[config.mk]
export PLATFORM = sky130hd
export DESIGN_NAME = instrDecoder
export DESIGN_NICKNAME = d
export VERILOG_FILES = /design/src/rtl/ft64DecodePkg.sv /design/src/rtl/ft64IsaPkg.sv /design/src/rtl/constExtractor.sv /design/src/rtl/instrDecoder.sv /design/src/rtl/memClassifier.sv /design/src/rtl/unitClassifier.sv
export VERILOG_INCLUDE_DIRS = /design/src /design/src/rtl
export SDC_FILE = /design/constraint.sdc
export NUM_CORES = 1
export LEC_CHECK = 0
export CAP_MARGIN = 20
export CELL_PAD_IN_SITES_DETAIL_PLACEMENT = 0
export CELL_PAD_IN_SITES_GLOBAL_PLACEMENT = 2
export CORE_MARGIN = 1
export CORE_UTILIZATION = 29
export CTS_CLUSTER_DIAMETER = 120
export DETAILED_ROUTE_END_ITERATION = 6
export DONT_BUFFER_PORTS = 1
export PLACE_DENSITY_LB_ADDON = 0.1
export SKIP_CTS_REPAIR_TIMING = 1
export SLEW_MARGIN = 20
export SYNTH_ARGS = -nofsm -noshare
export SYNTH_HDL_FRONTEND = slang
export SYNTH_SLANG_ARGS = --single-unit
[constraint.sdc]
create_clock -name clk -period 5.02 [get_ports clk]
set_clock_uncertainty 0.2 [all_clocks]
set_input_delay 0.251 -clock clk [delete_from_list [all_inputs] [get_ports clk]]
set_output_delay 0.251 -clock clk [all_outputs]
set_load 0.02 [all_outputs]
[src/rtl/ft64_defs.svh]
`ifndef FT64_DEFS_SVH
`define FT64_DEFS_SVH

// ====================
// Instruction fields
// ====================
`define OPCODE_LSB      0
`define OPCODE_MSB      5
`define LEN_LSB         6
`define LEN_MSB         7
`define FUNCT_LSB       26
`define FUNCT_MSB       31

// Shift op inside an R2 shift
`define SHOP_LSB        23
`define SHOP_MSB        25

// Branch displacement
`define BRDISP_LSB      21
`define BRDISP_MSB      31

// Size selectors for LX, SX and AMO
`define LXSZ_LSB        18
`define LXSZ_MSB        20
`define SXSZ_LSB        13
`define SXSZ_MSB        15
`define AMOSZ_LSB       21
`define AMOSZ_MSB       23

// ====================
// Opcodes
// ====================
`define OP_BRK          6'h00
`define OP_R2           6'h02
`define OP_ADDI         6'h04
`define OP_MULI         6'h06
`define OP_ANDI         6'h08
`define OP_FLOAT        6'h0F
`define OP_LB           6'h13
`define OP_SB           6'h15
`define OP_JAL          6'h18
`define OP_LX           6'h20
`define OP_SX           6'h24
`define OP_CAS          6'h26
`define OP_RET          6'h29
`define OP_AMO          6'h2E
`define OP_BCC          6'h30
`define OP_DIVI         6'h3E

// R2 function codes
`define FN_ADD          6'h04
`define FN_SUB          6'h05
`define FN_SHIFTR       6'h2F
`define FN_RTI          6'h32
`define FN_MUL          6'h3A
`define FN_DIV          6'h3E

// Left shifts stay on any ALU
`define SHIFT_SHL       3'd0
`define SHIFT_ASL       3'd1

// ====================
// Sizes and lengths
// ====================
`define MEM_BYTE        3'd0
`define MEM_WYDE        3'd1
`define MEM_TETRA       3'd2
`define MEM_OCTA        3'd3

`define ILEN_SHORT      3'd2
`define ILEN_STD        3'd4
`define ILEN_LONG       3'd6

`endif

[src/rtl/ft64DecodePkg.sv]
package ft64DecodePkg;

    // Sign-extended immediate
    typedef logic [63:0] constT;

    // Instruction length in bytes
    typedef logic [2:0]  lenT;

    // Memory access size code
    typedef logic [2:0]  memSizeT;

endpackage : ft64DecodePkg

[src/rtl/ft64IsaPkg.sv]
package ft64IsaPkg;

    // Full instruction word with shorter forms in the low bits
    typedef logic [47:0] instrT;

    // Major opcode and R2 function fields
    typedef logic [5:0]  opcodeT;
    typedef logic [5:0]  functT;

    // Architectural or renamed register number
    typedef logic [4:0]  regT;

    // Instruction queue id
    typedef logic [4:0]  tagT;

endpackage : ft64IsaPkg

[src/rtl/constExtractor.sv]
`timescale 1ns/1ps

`include "ft64_defs.svh"

module constExtractor (
    input  ft64IsaPkg::instrT       instr_i,
    input  logic                    isStore_i,
    output ft64DecodePkg::lenT      len_o,
    output logic                    hasConst_o,
    output ft64DecodePkg::constT    const_o
);
    import ft64IsaPkg::*;
    import ft64DecodePkg::*;

    opcodeT opcode;
    constT  shortConst;
    constT  longConst;

    assign opcode = instr_i[`OPCODE_MSB:`OPCODE_LSB];

    always_comb begin
        case (instr_i[`LEN_MSB:`LEN_LSB])
            2'b00:   len_o = `ILEN_STD;
            2'b01:   len_o = `ILEN_LONG;
            default: len_o = `ILEN_SHORT;
        endcase
    end

    always_comb begin
        case (opcode)
            `OP_ADDI, `OP_ANDI, `OP_MULI, `OP_DIVI,
            `OP_LB, `OP_LX, `OP_SB, `OP_SX, `OP_CAS,
            `OP_JAL, `OP_RET: hasConst_o = 1'b1;
            default:          hasConst_o = 1'b0;
        endcase
    end

    // Stores split the immediate around the source register field
    always_comb begin
        if (isStore_i) begin
            shortConst = {{50{instr_i[31]}}, instr_i[31:23], instr_i[17:13]};
            longConst  = {{34{instr_i[47]}}, instr_i[47:23], instr_i[17:13]};
        end else begin
            shortConst = {{50{instr_i[31]}}, instr_i[31:18]};
            longConst  = {{34{instr_i[47]}}, instr_i[47:18]};
        end
    end

    // Bit 6 selects the 48-bit form
    assign const_o = instr_i[`LEN_LSB] ? longConst : shortConst;

endmodule

[src/rtl/instrDecoder.sv]
`timescale 1ns/1ps

module instrDecoder (
    input  logic                     clk,
    input  logic                     arstN_i,
    // Instruction in
    input  logic                     valid_i,
    input  ft64IsaPkg::instrT        instr_i,
    input  ft64IsaPkg::tagT          tag_i,
    input  ft64IsaPkg::regT          rt_i,
    output logic                     ready_o,
    // Decode out
    input  logic                     ready_i,
    output logic                     valid_o,
    output ft64IsaPkg::tagT          tag_o,
    output logic                     isAlu_o,
    output logic                     isAlu0_o,
    output logic                     isFpu_o,
    output logic                     isFlowCtrl_o,
    output logic                     isBranch_o,
    output logic                     btUpdate_o,
    output logic                     rfw_o,
    output logic                     canExcept_o,
    output logic                     isLoad_o,
    output logic                     isStore_o,
    output logic                     isMem_o,
    output logic                     isRmw_o,
    output ft64DecodePkg::memSizeT   memSize_o,
    output ft64DecodePkg::lenT       len_o,
    output logic                     hasConst_o,
    output ft64DecodePkg::constT     const_o
);
    import ft64IsaPkg::*;
    import ft64DecodePkg::*;

    logic    isAlu, isAlu0, isFpu, isFlowCtrl, isBranch, btUpdate, rfw, canExcept;
    logic    isLoad, isStore, isMem, isRmw, hasConst;
    memSizeT memSize;
    lenT     len;
    constT   constVal;
    logic    accept;

    // ====================
    // Combinational decode
    // ====================
    memClassifier u_memClassifier (
        .instr_i   (instr_i),
        .isLoad_o  (isLoad),
        .isStore_o (isStore),
        .isMem_o   (isMem),
        .isRmw_o   (isRmw),
        .memSize_o (memSize)
    );

    unitClassifier u_unitClassifier (
        .instr_i      (instr_i),
        .rt_i         (rt_i),
        .isMem_i      (isMem),
        .isAlu_o      (isAlu),
        .isAlu0_o     (isAlu0),
        .isFpu_o      (isFpu),
        .isFlowCtrl_o (isFlowCtrl),
        .isBranch_o   (isBranch),
        .btUpdate_o   (btUpdate),
        .rfw_o        (rfw),
        .canExcept_o  (canExcept)
    );

    constExtractor u_constExtractor (
        .instr_i    (instr_i),
        .isStore_i  (isStore),
        .len_o      (len),
        .hasConst_o (hasConst),
        .const_o    (constVal)
    );

    // ====================
    // Output register
    // ====================
    // Slot frees up when empty or being drained this cycle
    assign ready_o = !valid_o || ready_i;
    assign accept  = valid_i && ready_o;

    always_ff @(posedge clk or negedge arstN_i) begin
        if (!arstN_i) begin
            valid_o <= 1'b0;
        end else if (ready_o) begin
            valid_o <= valid_i;
        end
    end

    always_ff @(posedge clk) begin
        if (accept) begin
            tag_o        <= tag_i;
            isAlu_o      <= isAlu;
            isAlu0_o     <= isAlu0;
            isFpu_o      <= isFpu;
            isFlowCtrl_o <= isFlowCtrl;
            isBranch_o   <= isBranch;
            btUpdate_o   <= btUpdate;
            rfw_o        <= rfw;
            canExcept_o  <= canExcept;
            isLoad_o     <= isLoad;
            isStore_o    <= isStore;
            isMem_o      <= isMem;
            isRmw_o      <= isRmw;
            memSize_o    <= memSize;
            len_o        <= len;
            hasConst_o   <= hasConst;
            const_o      <= constVal;
        end
    end

endmodule

[src/rtl/memClassifier.sv]
`timescale 1ns/1ps

`include "ft64_defs.svh"

module memClassifier (
    input  ft64IsaPkg::instrT        instr_i,
    output logic                     isLoad_o,
    output logic                     isStore_o,
    output logic                     isMem_o,
    output logic                     isRmw_o,
    output ft64DecodePkg::memSizeT   memSize_o
);
    import ft64IsaPkg::*;
    import ft64DecodePkg::*;

    opcodeT  opcode;
    memSizeT lxSize;
    memSizeT sxSize;
    memSizeT amoSize;

    // Shared size encoding of LX and SX
    function automatic memSizeT decodeSizeField(input logic [2:0] field);
        memSizeT size;
        casez (field)
            3'b100:  size = `MEM_OCTA;
            3'b?10:  size = `MEM_TETRA;
            3'b??1:  size = `MEM_WYDE;
            default: size = `MEM_OCTA;
        endcase
        return size;
    endfunction

    assign opcode = instr_i[`OPCODE_MSB:`OPCODE_LSB];
    assign lxSize = decodeSizeField(instr_i[`LXSZ_MSB:`LXSZ_LSB]);
    assign sxSize = decodeSizeField(instr_i[`SXSZ_MSB:`SXSZ_LSB]);

    // AMO carries a plain size code
    always_comb begin
        case (instr_i[`AMOSZ_MSB:`AMOSZ_LSB])
            3'd0:    amoSize = `MEM_BYTE;
            3'd1:    amoSize = `MEM_WYDE;
            3'd2:    amoSize = `MEM_TETRA;
            default: amoSize = `MEM_OCTA;
        endcase
    end

    always_comb begin
        isLoad_o  = 1'b0;
        isStore_o = 1'b0;
        isRmw_o   = 1'b0;
        memSize_o = `MEM_OCTA;
        case (opcode)
            `OP_LB: begin
                isLoad_o  = 1'b1;
                memSize_o = `MEM_BYTE;
            end
            `OP_LX: begin
                isLoad_o  = 1'b1;
                memSize_o = lxSize;
            end
            `OP_SB: begin
                isStore_o = 1'b1;
                memSize_o = `MEM_BYTE;
            end
            `OP_SX: begin
                isStore_o = 1'b1;
                memSize_o = sxSize;
            end
            // Atomics count as stores for issue
            `OP_CAS: begin
                isStore_o = 1'b1;
                isRmw_o   = 1'b1;
            end
            `OP_AMO: begin
                isStore_o = 1'b1;
                isRmw_o   = 1'b1;
                memSize_o = amoSize;
            end
            default: memSize_o = `MEM_OCTA;
        endcase
    end

    assign isMem_o = isLoad_o | isStore_o;

endmodule

[src/rtl/unitClassifier.sv]
`timescale 1ns/1ps

`include "ft64_defs.svh"

module unitClassifier (
    input  ft64IsaPkg::instrT   instr_i,
    input  ft64IsaPkg::regT     rt_i,
    input  logic                isMem_i,
    output logic                isAlu_o,
    output logic                isAlu0_o,
    output logic                isFpu_o,
    output logic                isFlowCtrl_o,
    output logic                isBranch_o,
    output logic                btUpdate_o,
    output logic                rfw_o,
    output logic                canExcept_o
);
    import ft64IsaPkg::*;

    opcodeT      opcode;
    functT       funct;
    logic [2:0]  shiftOp;
    logic [10:0] brDisp;
    logic        brToSelf;
    logic        writesReg;

    assign opcode  = instr_i[`OPCODE_MSB:`OPCODE_LSB];
    assign funct   = instr_i[`FUNCT_MSB:`FUNCT_LSB];
    assign shiftOp = instr_i[`SHOP_MSB:`SHOP_LSB];
    assign brDisp  = instr_i[`BRDISP_MSB:`BRDISP_LSB];

    // Self-loop offset depends on the instruction form
    assign brToSelf = instr_i[7] ? (brDisp == 11'h7FF) : (brDisp == 11'h7FE);

    always_comb begin
        isAlu_o      = 1'b1;
        isAlu0_o     = 1'b0;
        isFpu_o      = 1'b0;
        isFlowCtrl_o = 1'b0;
        isBranch_o   = 1'b0;
        btUpdate_o   = 1'b0;
        writesReg    = 1'b0;
        // Any memory op may fault
        canExcept_o  = isMem_i;
        case (opcode)
            `OP_R2: begin
                writesReg = 1'b1;
                case (funct)
                    `FN_RTI: begin
                        isAlu_o      = 1'b0;
                        isFlowCtrl_o = 1'b1;
                        btUpdate_o   = 1'b1;
                        canExcept_o  = 1'b1;
                        writesReg    = 1'b0;
                    end
                    `FN_MUL, `FN_DIV: begin
                        isAlu0_o    = 1'b1;
                        canExcept_o = 1'b1;
                    end
                    `FN_SHIFTR: isAlu0_o = (shiftOp != `SHIFT_SHL) && (shiftOp != `SHIFT_ASL);
                    default:    isAlu0_o = 1'b0;
                endcase
            end
            `OP_BRK: begin
                isAlu_o      = 1'b0;
                isFlowCtrl_o = 1'b1;
                btUpdate_o   = 1'b1;
            end
            `OP_BCC: begin
                isAlu_o      = 1'b0;
                isFlowCtrl_o = 1'b1;
                isBranch_o   = 1'b1;
                canExcept_o  = isMem_i | brToSelf;
            end
            // Calculated targets refresh the branch target buffer
            `OP_JAL, `OP_RET: begin
                isAlu_o      = 1'b0;
                isFlowCtrl_o = 1'b1;
                btUpdate_o   = 1'b1;
                writesReg    = 1'b1;
            end
            `OP_FLOAT: begin
                isAlu_o = 1'b0;
                isFpu_o = 1'b1;
            end
            `OP_MULI, `OP_DIVI: begin
                isAlu0_o    = 1'b1;
                canExcept_o = 1'b1;
                writesReg   = 1'b1;
            end
            `OP_ADDI, `OP_ANDI, `OP_LB, `OP_LX, `OP_CAS, `OP_AMO: writesReg = 1'b1;
            default: writesReg = 1'b0;
        endcase
    end

    // r0 is never written
    assign rfw_o = writesReg && (rt_i != '0);

endmodule

# Yosys cells after proc, flatten, opt, wreduce, memory -nomap -nowiden
# Index checks and enable logic that the tools add are counted.
# totals
output_inout_bits,90
register_bits,89
inputBits,62
# classes
n_reduce_logical,22
bitwise,2
n_mux,25
eq_ne,27
# ops
cell,n
"equality test 6 bit, second input constant",11
2-to-1 mux 64 bit,1
"equality test 11 bit, second input constant",2
"equality test 6 x 5 -> 1 bit, second input constant",3
"equality test 6 x 3 -> 1 bit, second input constant",2
"equality test 6 x 4 -> 1 bit, second input constant",2
case mux 1 bit (2 select lines),6
OR reduction 11 bit,1
2-to-1 mux 1 bit,10
2-to-1 mux 5 bit,2
OR reduction 10 bit,1
OR reduction 2 bit,5
case mux 2 bit (2 select lines),2
case mux 2 bit (4 select lines),1
OR reduction 4 bit,2
"equality test 6 x 2 -> 1 bit, second input constant",1
zero test 6 bit,1
case mux 2 bit (3 select lines),1
case mux 3 bit (2 select lines),1
OR reduction 3 bit,2
nonzero test 5 bit,1
OR reduction 5 bit,1
"equality test 2 bit, second input constant",2
"equality test 3 x 1 -> 1 bit, second input constant",1
11 further kinds,14

# Logic depth before layout (Yosys ltp)
# Gate-level depths: netlist (run 1).
# depth
depth_word,6
depth_mapped,6
depth_no_buf,4

# Modules after synthesis
# From an unflattened synthesis (run 1), not the netlist that was laid out.
# hier_totals
cells_unflattened,280
area_unflattened_um2,4010.1
# by_module_without_submodules
mod,area_each_um2,cells_each,instances
instrDecoder,2696.3,92,1
constExtractor,658.1,103,1
unitClassifier,424.2,53,1
memClassifier,231.5,32,1

# Least setup slack after synthesis (run 1)
# OpenSTA, ideal clock, no wires.
# synth_timing
kind,reg2reg
from,reg valid_o
to,"reg btUpdate_o, enable pin"
slack_ns,2.423
arrival_ns,1.982
synth_period_minus_slack_ns,2.597
setup_ns,0.415
path_stages_with_launch,3
path_buffers,0
cell_sequence,dfrtp_1 > nand2b_1 > and2_1
# synth_between
elab_chain_cells,3
# synth_lines
element,line,text
"start, declared",instrDecoder.sv:14,"output logic valid_o,"
"start signal, assigned",instrDecoder.sv:88,valid_o <= valid_i;
zero test 1 bit,instrDecoder.sv:81,assign ready_o = !valid_o || ready_i;
logical OR 1 bit,instrDecoder.sv:81,
via ready_o,instrDecoder.sv:11,"output logic ready_o,"
logical AND 1 bit,instrDecoder.sv:82,assign accept = valid_i && ready_o;
via accept,instrDecoder.sv:41,logic accept;
"end signal, assigned",instrDecoder.sv:100,btUpdate_o <= btUpdate;
"end, declared",instrDecoder.sv:21,"output logic btUpdate_o,"
# The timed path passes the listed nets, and every way through them passes these cells.
# A chain may end at the register's enable or synchronous reset.

==> out/qor.yml, run 1 <==
antenna_found_initial: 0
die_y_um: 101
synth.avg_cell_area_sq_um: 11.6
detail_route.wl_per_cell_um: 17.2
cts_buffers: 5
crit_top_cell: "buf_4"
p_per_area_nw_per_um2: 307
period_minus_slack_ns: 2.75
end_kind: "primary output"
antennaDiodeCount: 0
worst_ep_required_time_ns: 4.57
drt-initial-drc-count: 112
grt_usage_pct: 11.6
clk_pin_slew_ns: 0.10
dp_hpwl_mm: 4.38
irDropWorstVdd_mv: 0.133
max_freq_mhz: 363
vias: 1847
layout_commonest_cell: "edfxtp_1"
first_pass_iters: 4
clockBufferDepth: 2
vias_per_cell: 4.78
finalInstanceArea_sq_um: 3320
power.leakage_nw: 1.23
setup_viol: 0
regToRegSetupSlack_ns: 2.98
ys_ff_latch: 53
crit_chain: "buf_4, buf_4, buf_12"
hold_violations: 0
crit_family: "buffers and inverters"
area_growth_pct: 16.9
maxSlewViolCount: 0
core-area_sq_um: 9370
synth_edf_count: 52
regArea_sq_um: 1590
wl_mm: 6.62
criticalPathCategory: "flop to primary output"
synthTopCellsByArea: "edfxtp_1 (55%), buf_4 (9.5%), nand2_1 (5.1%)"
clk_root_buffer_cell: "clkbuf_8"
max_stage_delay_ns: 0.83
start_kind: "flop"
synth_top_area_share_pct: 54.9
die-width_um: 101
yosysUniqueCellTypes: 52
clk_latency_ns: 0.29
cts.htree.levels: 2
place_congestion: 0.741
drive_gt1_share_pct: 10.5
relSlewSlack_pct: 40.6
cts_tree: "built"
hold_path_end: "isStore_o$_DFFE_PP_"
min_from: "instr_i[2]"
cap_violations: 0
layout_common_cells: "edfxtp_1 (52), dlygate4sd3_1 (50), nand2_1 (39)"
hold_class: "input port to flop"
worst-path-buf-inv: 3
dpl_cell_area_sq_um: 2690
yosysTopAreaCell: "edfxtp_1"
timing.rr.start: "valid_o$_DFFE_PN0N_"
rows: 35
antenna_left: 0
grt_pass1_wl_mm: 8.96
synth_area_sq_um: 2840
yosysWarnings: 0
worstMarginPinSlew_ns: 0.898
period_share_pct: 54.8
drcViolationCount: 0
grt_pass1_vias: 1595
rr_endpoint: "const_o[10]$_DFFE_PP_"
min_path_cells: 2
crit_arrival_ns: 2.30
ys_seq_area_share_pct: 55.8
reg2regPathDepth: 3
rsz0062_at_grt: "false"
io_buffers: 0
dieArea_sq_um: 10200
multi_input_area_sq_um: 871
async_reset_ff_share_pct: 1.89
syn_inst: 246
io_pins: 152
synth-main-ff-cell: "edfxtp_1"
grt_max_degree: 53
crit_fanout: 17
initial_core_util_pct: 30.3
critPathSlowestCell: "buf_4"
status: "finished, final reports clean"
fin_tns_setup_ns: 0
grt-ovfl-total: 0
cts_sinks: 53
num-fill-cells: 947
nets: 318
[cell families (layout without fill, tap and decap cells)]
kind of cell,Yosys count,in the layout,share of synthesized area (%)
compound gates,31,31,8.72
xor+xnor,2,2,0.616
buf+inv,59,69,13.7
flops,53,53,55.8
mux,8,8,3.74
other cells,1,2,0.132
simple gates,92,92,17.3
[area by class of cell]
class	instances	area share [%]
Multi-Input combinational cell	135	26.2
Tap cell	129	4.86
Timing Repair Buffer	54	16.3
Inverter	7	0.791
Sequential cell	53	47.8
Clock inverter	3	1.96
Clock buffer	5	2.07
[synth_stat cells, types with 2 or more instances]
cell,n
o211ai_1,2
or4_1,3
a21oi_1,3
or2_2,2
nor4b_1,2
a211o_1,2
nor2_1,11
clkbuf_1,4
nand2_1,39
mux2i_1,2
a211oi_1,2
nand4bb_1,2
nor4_1,4
edfxtp_1,52
buf_4,36
nor2b_1,3
o21ai_0,4
inv_1,7
nor3_1,4
a22o_1,2
nand2b_1,7
o31ai_1,2
nand4b_1,2
mux2_4,5
buf_2,9
nand4_1,3
buf_6,3
and4_1,3
and3_1,3
[worst max path at each step]
stage	end	slack, ns	cells past startpoint	start
final	const_o[43]	2.27	3	const_o[62]$_DFFE_PP_
after floorplan	btUpdate_o$_DFFE_PP_	2.42	2	valid_o$_DFFE_PN0N_
after CTS	const_o[43]	2.25	3	const_o[62]$_DFFE_PP_
after global placement	const_o[43]	2.58	3	const_o[62]$_DFFE_PP_
after detailed placement	const_o[43]	2.59	3	const_o[62]$_DFFE_PP_
after global routing	const_o[46]	2.17	3	const_o[62]$_DFFE_PP_
[sequential cells by signal (all words and copies together) (netlist names), 2 cells and up]
| name | count |
|---|---|
| tag_o | 5 |
| len_o | 2 |
| memSize_o | 2 |
| const_o | 30 |
[metrics by stage]
| step | utilization [%] | setup WS, ns | hold slack [ns] | std cells | power [mW] |
|---|---|---|---|---|---|
| global placement | 28.7 | 2.58 | -0.245 | 328 | 0.661 |
| floorplan | - | 2.42 | -0.245 | 247 | 0.682 |
| global route | 35.4 | 2.17 | 0.00174 | 386 | 1.06 |
| CTS | 30.1 | 2.25 | -0.575 | 336 | 1.00 |
| finish | 35.4 | 2.27 | 0.000258 | 386 | 1.02 |
| detailed placement | 28.7 | 2.59 | -0.245 | 328 | 0.663 |
[per-layer routing]
layer / track usage (%) / routed length [um]
met4: 3.68 / 63
met2: 20.1 / 3480
met3: 3.54 / 415
met1: 13.6 / 2660
met5: 0 / 0
[power breakdown]
group	total [mW]	switching (mW)	internal, mW
combinational	0.127	0.0719	0.0547
sequential	0.559	0.0398	0.519
clock	0.334	0.136	0.198
[worst register-to-register path: cells and delay by family, from the launching register on]
kind	cells	cell delay, ns
buffers and inverters	1	0.54
flip-flops	1	0.46
AND/OR/NAND/NOR	2	0.45
(Power assumes the default switching activity.)
==> run 2: changes to the inputs <==
==> constraint.sdc (replaced) <==
create_clock -name clk -period 2.6 [get_ports clk]
set_clock_uncertainty 0.2 [all_clocks]
set_input_delay 0.13 -clock clk [delete_from_list [all_inputs] [get_ports clk]]
set_output_delay 0.13 -clock clk [all_outputs]
set_load 0.02 [all_outputs]
==> out/qor.yml, run 2 (synthesis results as in run 1) <==
crit_fanout: 12  # was 17
drcViolationCount: 0  # unchanged
p_per_area_nw_per_um2: 584  # was 307 nW/um^2
cap_violations: 0  # unchanged
antenna_found_initial: 0  # unchanged
clockBufferDepth: 2  # unchanged
criticalPathCategory: "input port to flop"  # was flop to primary output
p_int_mw: 1.50  # was 0.772 mW
hold_violations: 3  # was 0
largest_reg_flops: 30  # unchanged
cts_sinks: 53  # unchanged
place_congestion: 0.718  # was 0.741
pwr-share-comb_pct: 13.2  # was 12.4%
fin_worst_hold_slack_ns: -0.0254  # was 0.000258 ns
top_regs: "const_o (30), tag_o (5)"  # unchanged
detail_route.wl_per_cell_um: 17.4  # was 17.2 um
hold_class: "input port to flop"  # unchanged
num-fill-cells: 938  # was 947
core-area_sq_um: 9370  # unchanged
cts_tree: "built"  # unchanged
grt_max_degree: 39  # was 53
antenna_left: 0  # unchanged
regMostFlops: "const_o"  # unchanged
worstMarginPinSlew_ns: 0.606  # was 0.898 ns
clk_root_buffer_cell: "clkbuf_8"  # unchanged
drt-initial-drc-count: 57  # was 112
critPathLaunch: "instr_i[2]"  # was const_o[62]$_DFFE_PP_
min_from: "instr_i[3]"  # was instr_i[2]
status: "complete, but fails checks"  # was finished, final reports clean
area_growth_pct: 19.9  # was 16.9%
switching_share_pct: 24.6  # was 24.3%
grt_pass1_vias: 1596  # was 1595
layout_common_cells: "dlygate4sd3_1 (57), edfxtp_1 (52), nand2_1 (39)"  # was edfxtp_1 (52), dlygate4sd3_1 (50), nand2_1 (39)
io_buffers: 0  # unchanged
nets: 324  # was 318
dp_hpwl_mm: 4.43  # was 4.38 mm
period_share_pct: 82.7
start_kind: "input port"  # was flop
fin_tns_setup_ns: 0  # unchanged
crit_arrival_ns: 2.01  # was 2.30 ns
pre_cts_slack_ns: 0.631  # was 2.59 ns
period_minus_slack_ns: 2.15
end_kind: "flop"  # was primary output
vias_per_cell: 4.77  # was 4.78
antennaDiodeCount: 0  # unchanged
first_pass_iters: 4  # unchanged
grt_usage_pct: 11.7  # was 11.6%
cts_buffers: 5  # unchanged
initial_core_util_pct: 30.3  # unchanged
setup_viol: 0  # unchanged
max_freq_mhz: 465
drive_gt1_share_pct: 9.89  # was 10.5%
clk_pin_slew_ns: 0.10  # about the same
p_switching_mw: 0.489  # was 0.248 mW
wl_mm: 6.83  # was 6.62 mm
timing.final.ws_setup_ns: 0.449  # was 2.27 ns
grt-ovfl-total: 0  # unchanged
dieArea_sq_um: 10200  # unchanged
power.leakage_nw: 1.27  # was 1.23 nW
reg2regPathDepth: 3  # unchanged
io_pins: 152  # unchanged
cts.htree.levels: 2  # unchanged
finalPower_mw: 1.99  # was 1.02 mW
rsz0062_at_grt: "false"  # unchanged
clk_latency_ns: 0.29  # about the same
maxSlewViolCount: 0  # unchanged
clkPwrFrac_pct: 32.6  # was 32.8%
violations: "hold timing"
worst_ep_required_time_ns: 2.46  # was 4.57 ns
die_y_um: 101  # unchanged
rows: 35  # unchanged
vias: 1871  # was 1847
timing.rr.start: "valid_o$_DFFE_PN0N_"  # unchanged
p_seq_share_pct: 54.2  # was 54.8%
die-width_um: 101  # unchanged
relSlewSlack_pct: 59.4  # was 40.6%
min_path_cells: 2  # unchanged
irDropWorstVdd_mv: 0.214  # was 0.133 mV
layout_commonest_cell: "dlygate4sd3_1"  # was edfxtp_1
grt_pass1_wl_mm: 9.03  # was 8.96 mm
## run 2: cell count changes in the layout (fill, tap and decap cells not counted), sizes merged
cell / previous run / this run
dlygate4sd3: 50 / 57
buf: 4 / 3
## run 2: final cells by class
| type | count | area [sq um] | share of cell area, % |
|---|---|---|---|
| inverter | 7 | 26.3 | 0.771 |
| tap | 129 | 161 | 4.73 |
| sequential | 53 | 1590 | 46.5 |
| timing repair buffer | 60 | 631 | 18.5 |
| multi-input combinational | 135 | 871 | 25.5 |
| clock inverter | 3 | 65.1 | 1.91 |
| clock buffer | 5 | 68.8 | 2.02 |
## run 2: routing by layer
metal	track usage [%]	routed length (um)	vias up
li1	-	-	876
met1	14.0	2790	916
met2	19.5	3500	73
met3	4.02	448	6
met4	4.01	89	0
met5	0	0	-
## run 2: through the flow
| step | hold slack (ns) | area [sq um] | util [%] | std cells |
|---|---|---|---|---|
| after floorplan | -0.366 | 2850 | - | 247 |
| after global placement | -0.366 | 2710 | 28.9 | 327 |
| after detailed placement | -0.366 | 2710 | 28.9 | 327 |
| after CTS | -0.697 | 2840 | 30.3 | 335 |
| after global routing | -0.000635 | 3410 | 36.4 | 392 |
| final | -0.0254 | 3410 | 36.4 | 392 |
## run 2: path summary, 6_finish.rpt
path | endpoint | slack, ns
min | btUpdate_o$_DFFE_PP_ | -0.03
max reg2reg | btUpdate_o$_DFFE_PP_ | 0.63
max | const_o[3]$_DFFE_PP_ | 0.45
min reg2reg | valid_o$_DFFE_PN0N_ | 0.65
max in group asynchronous | valid_o$_DFFE_PN0N_ | 1.70
min in group asynchronous | valid_o$_DFFE_PN0N_ | 0.39
## run 2: power groups by stage
| stage | combinational, mW | clock [mW] | sequential, mW |
|---|---|---|---|
| global placement | 0.182 | 0 | 1.10 |
| detailed placement | 0.185 | 0 | 1.10 |
| finish | 0.264 | 0.648 | 1.08 |
| floorplan | 0.218 | 0 | 1.10 |
| CTS | 0.186 | 0.670 | 1.08 |
| global route | 0.287 | 0.693 | 1.08 |
## run 2: critical path, stage by stage
cell,delay (ns)
dlygate4sd3_1,0.80
o21ai_4,0.19
mux2_4,0.32
dlygate4sd3_1,0.56
==> run 3: changes to the inputs <==
==> constraint.sdc (replaced) <==
create_clock -name clk -period 2.05 [get_ports clk]
set_clock_uncertainty 0.2 [all_clocks]
set_input_delay 0.1025 -clock clk [delete_from_list [all_inputs] [get_ports clk]]
set_output_delay 0.1025 -clock clk [all_outputs]
set_load 0.02 [all_outputs]
==> out/qor.yml, run 3 (synthesis results as in run 1) <==
status: "complete, but fails checks"  # unchanged
antennaDiodeCount: 0  # unchanged
grt_pass1_wl_mm: 9.10  # was 9.03 mm
dpl_cell_area_sq_um: 2710  # about the same
top_regs: "const_o (30), tag_o (5)"  # unchanged
io_buffers: 0  # unchanged
wl_mm: 7.10  # was 6.83 mm
dp_cells: 328  # was 327
io_pins: 152  # unchanged
min_path_cells: 2  # unchanged
max_freq_mhz: 517
period_share_pct: 94.4
reg2regPathDepth: 4  # was 3
max_stage_delay_ns: 0.61  # was 0.80 ns
dieArea_sq_um: 10200  # unchanged
cts.htree.levels: 2  # unchanged
drcViolationCount: 0  # unchanged
cts_sinks: 53  # unchanged
criticalPathCategory: "input port to flop"  # unchanged
layout_common_cells: "dlygate4sd3_1 (61), edfxtp_1 (52), nand2_1 (39)"  # was dlygate4sd3_1 (57), edfxtp_1 (52), nand2_1 (39)
rows: 35  # unchanged
grt_pass1_vias: 1588  # was 1596
cap_violations: 0  # unchanged
largest_reg_flops: 30  # unchanged
crit_arrival_ns: 1.91  # was 2.01 ns
drt-initial-drc-count: 56  # was 57
crit_fanout: 16  # was 12
crit_family: "buffers and inverters"  # unchanged
vias_per_cell: 4.74  # was 4.77
maxSlewViolCount: 0  # unchanged
worst_ep_required_time_ns: 2.02  # was 2.46 ns
worst-path-buf-inv: 2  # unchanged
die_y_um: 101  # unchanged
grt_max_degree: 53  # was 39
antenna_left: 0  # unchanged
hold_class: "input port to flop"  # unchanged
fin_worst_hold_slack_ns: -0.0475  # was -0.0254 ns
end_kind: "flop"  # unchanged
drive_gt1_share_pct: 10.1  # was 9.89%
initial_core_util_pct: 30.3  # unchanged
violations: "hold timing"  # unchanged
first_pass_iters: 4  # unchanged
grt-ovfl-total: 0  # unchanged
regToRegSetupSlack_ns: 0.39  # was 0.63 ns
clk_root_buffer_cell: "clkbuf_8"  # unchanged
period_minus_slack_ns: 1.94
relSlewSlack_pct: 59.8  # was 59.4%
timing.rr.start: "valid_o$_DFFE_PN0N_"  # unchanged
antenna_found_initial: 0  # unchanged
crit_top_cell: "dlygate4sd3_1"  # unchanged
rsz0062_at_grt: "false"  # unchanged
grt_usage_pct: 11.9  # was 11.7%
cp.depth: 4  # unchanged
num-fill-cells: 932  # was 938
hold_violations: 4  # was 3
area_growth_pct: 21.6  # was 19.9%
core-area_sq_um: 9370  # unchanged
regMostFlops: "const_o"  # unchanged
cts_buffers: 5  # unchanged
crit_chain: "dlygate4sd3_1, or4_1, o211ai_1, dlygate4sd3_1"  # was dlygate4sd3_1, o21ai_4, mux2_4, dlygate4sd3_1
min_from: "instr_i[2]"  # was instr_i[3]
clk_pin_slew_ns: 0.10  # about the same
finalInstanceArea_sq_um: 3460  # was 3410 sq um
setup_viol: 0  # unchanged
detail_route.wl_per_cell_um: 17.9  # was 17.4 um
p_per_area_nw_per_um2: 735  # was 584 nW/um^2
hold_path_end: "isRmw_o$_DFFE_PP_"  # was btUpdate_o$_DFFE_PP_
layout_commonest_cell: "dlygate4sd3_1"  # unchanged
place_congestion: 0.686  # was 0.718
fin_tns_setup_ns: 0  # unchanged
clockBufferDepth: 2  # unchanged
clk_latency_ns: 0.30  # was 0.29 ns
start_kind: "input port"  # unchanged
rr_endpoint: "valid_o$_DFFE_PN0N_"  # was btUpdate_o$_DFFE_PP_
vias: 1882  # was 1871
instances_no_fill: 397  # was 392
die-width_um: 101  # unchanged
nets: 329  # was 324
power.leakage_nw: 1.29  # was 1.27 nW
worstMarginPinSlew_ns: 0.601  # was 0.606 ns
irDropWorstVdd_mv: 0.314  # was 0.214 mV
critPathSlowestCell: "dlygate4sd3_1"  # unchanged
dp_hpwl_mm: 4.45  # was 4.43 mm
cts_tree: "built"  # unchanged
-- run 3: power breakdown --
group          internal (mW)  total [mW]  switching (mW)
Combinational          0.154       0.344           0.190
Sequential              1.27        1.37          0.0966
Clock                  0.485       0.831           0.345
-- run 3: layer usage --
metal / up-vias / GRT usage (%) / share of wire (%)
li1: 890 / - / -
met1: 912 / 14.5 / 42
met2: 76 / 19.9 / 51
met3: 4 / 3.54 / 5.8
met4: 0 / 4.01 / 0.85
met5: - / 0 / 0
-- run 3: cell type report --
type,instances,area (sq um),area share (%)
sequential,53,1590,45.9
clock inverter,3,65.1,1.88
tap,129,161,4.67
timing repair buffer,65,678,19.6
inverter,7,26.3,0.760
clock buffer,5,68.8,1.99
multi-input combinational,135,871,25.2
-- run 3: how the worst max path moves through the flow --
stage / endpoint / from
3_5_place_dp: const_o[2]$_DFFE_PP_ / instr_i[1]
5_1_grt: hasConst_o$_DFFE_PP_ / instr_i[0]
6_report: hasConst_o$_DFFE_PP_ / instr_i[0]
2_1_floorplan: btUpdate_o$_DFFE_PP_ / valid_o$_DFFE_PN0N_
4_1_cts: const_o[32] / const_o[62]$_DFFE_PP_
3_3_place_gp: const_o[1]$_DFFE_PP_ / instr_i[1]
-- run 3: worst register-to-register path, stage by stage, from the launching register on --
cell and delay, ns:
dfrtp_1 0.47, nand2b_1 0.12, buf_4 0.15, nand2b_1 0.06, dlygate4sd3_1 0.55
-- run 3: per-stage QoR --
step	utilization (%)	power (mW)	setup WS [ns]
after floorplan	-	1.67	0.00629
after CTS	30.4	2.47	0.199
after global placement	28.9	1.63	0.473
after detailed placement	28.9	1.63	0.454
final	36.9	2.54	0.115
after global routing	36.9	2.63	0.0707
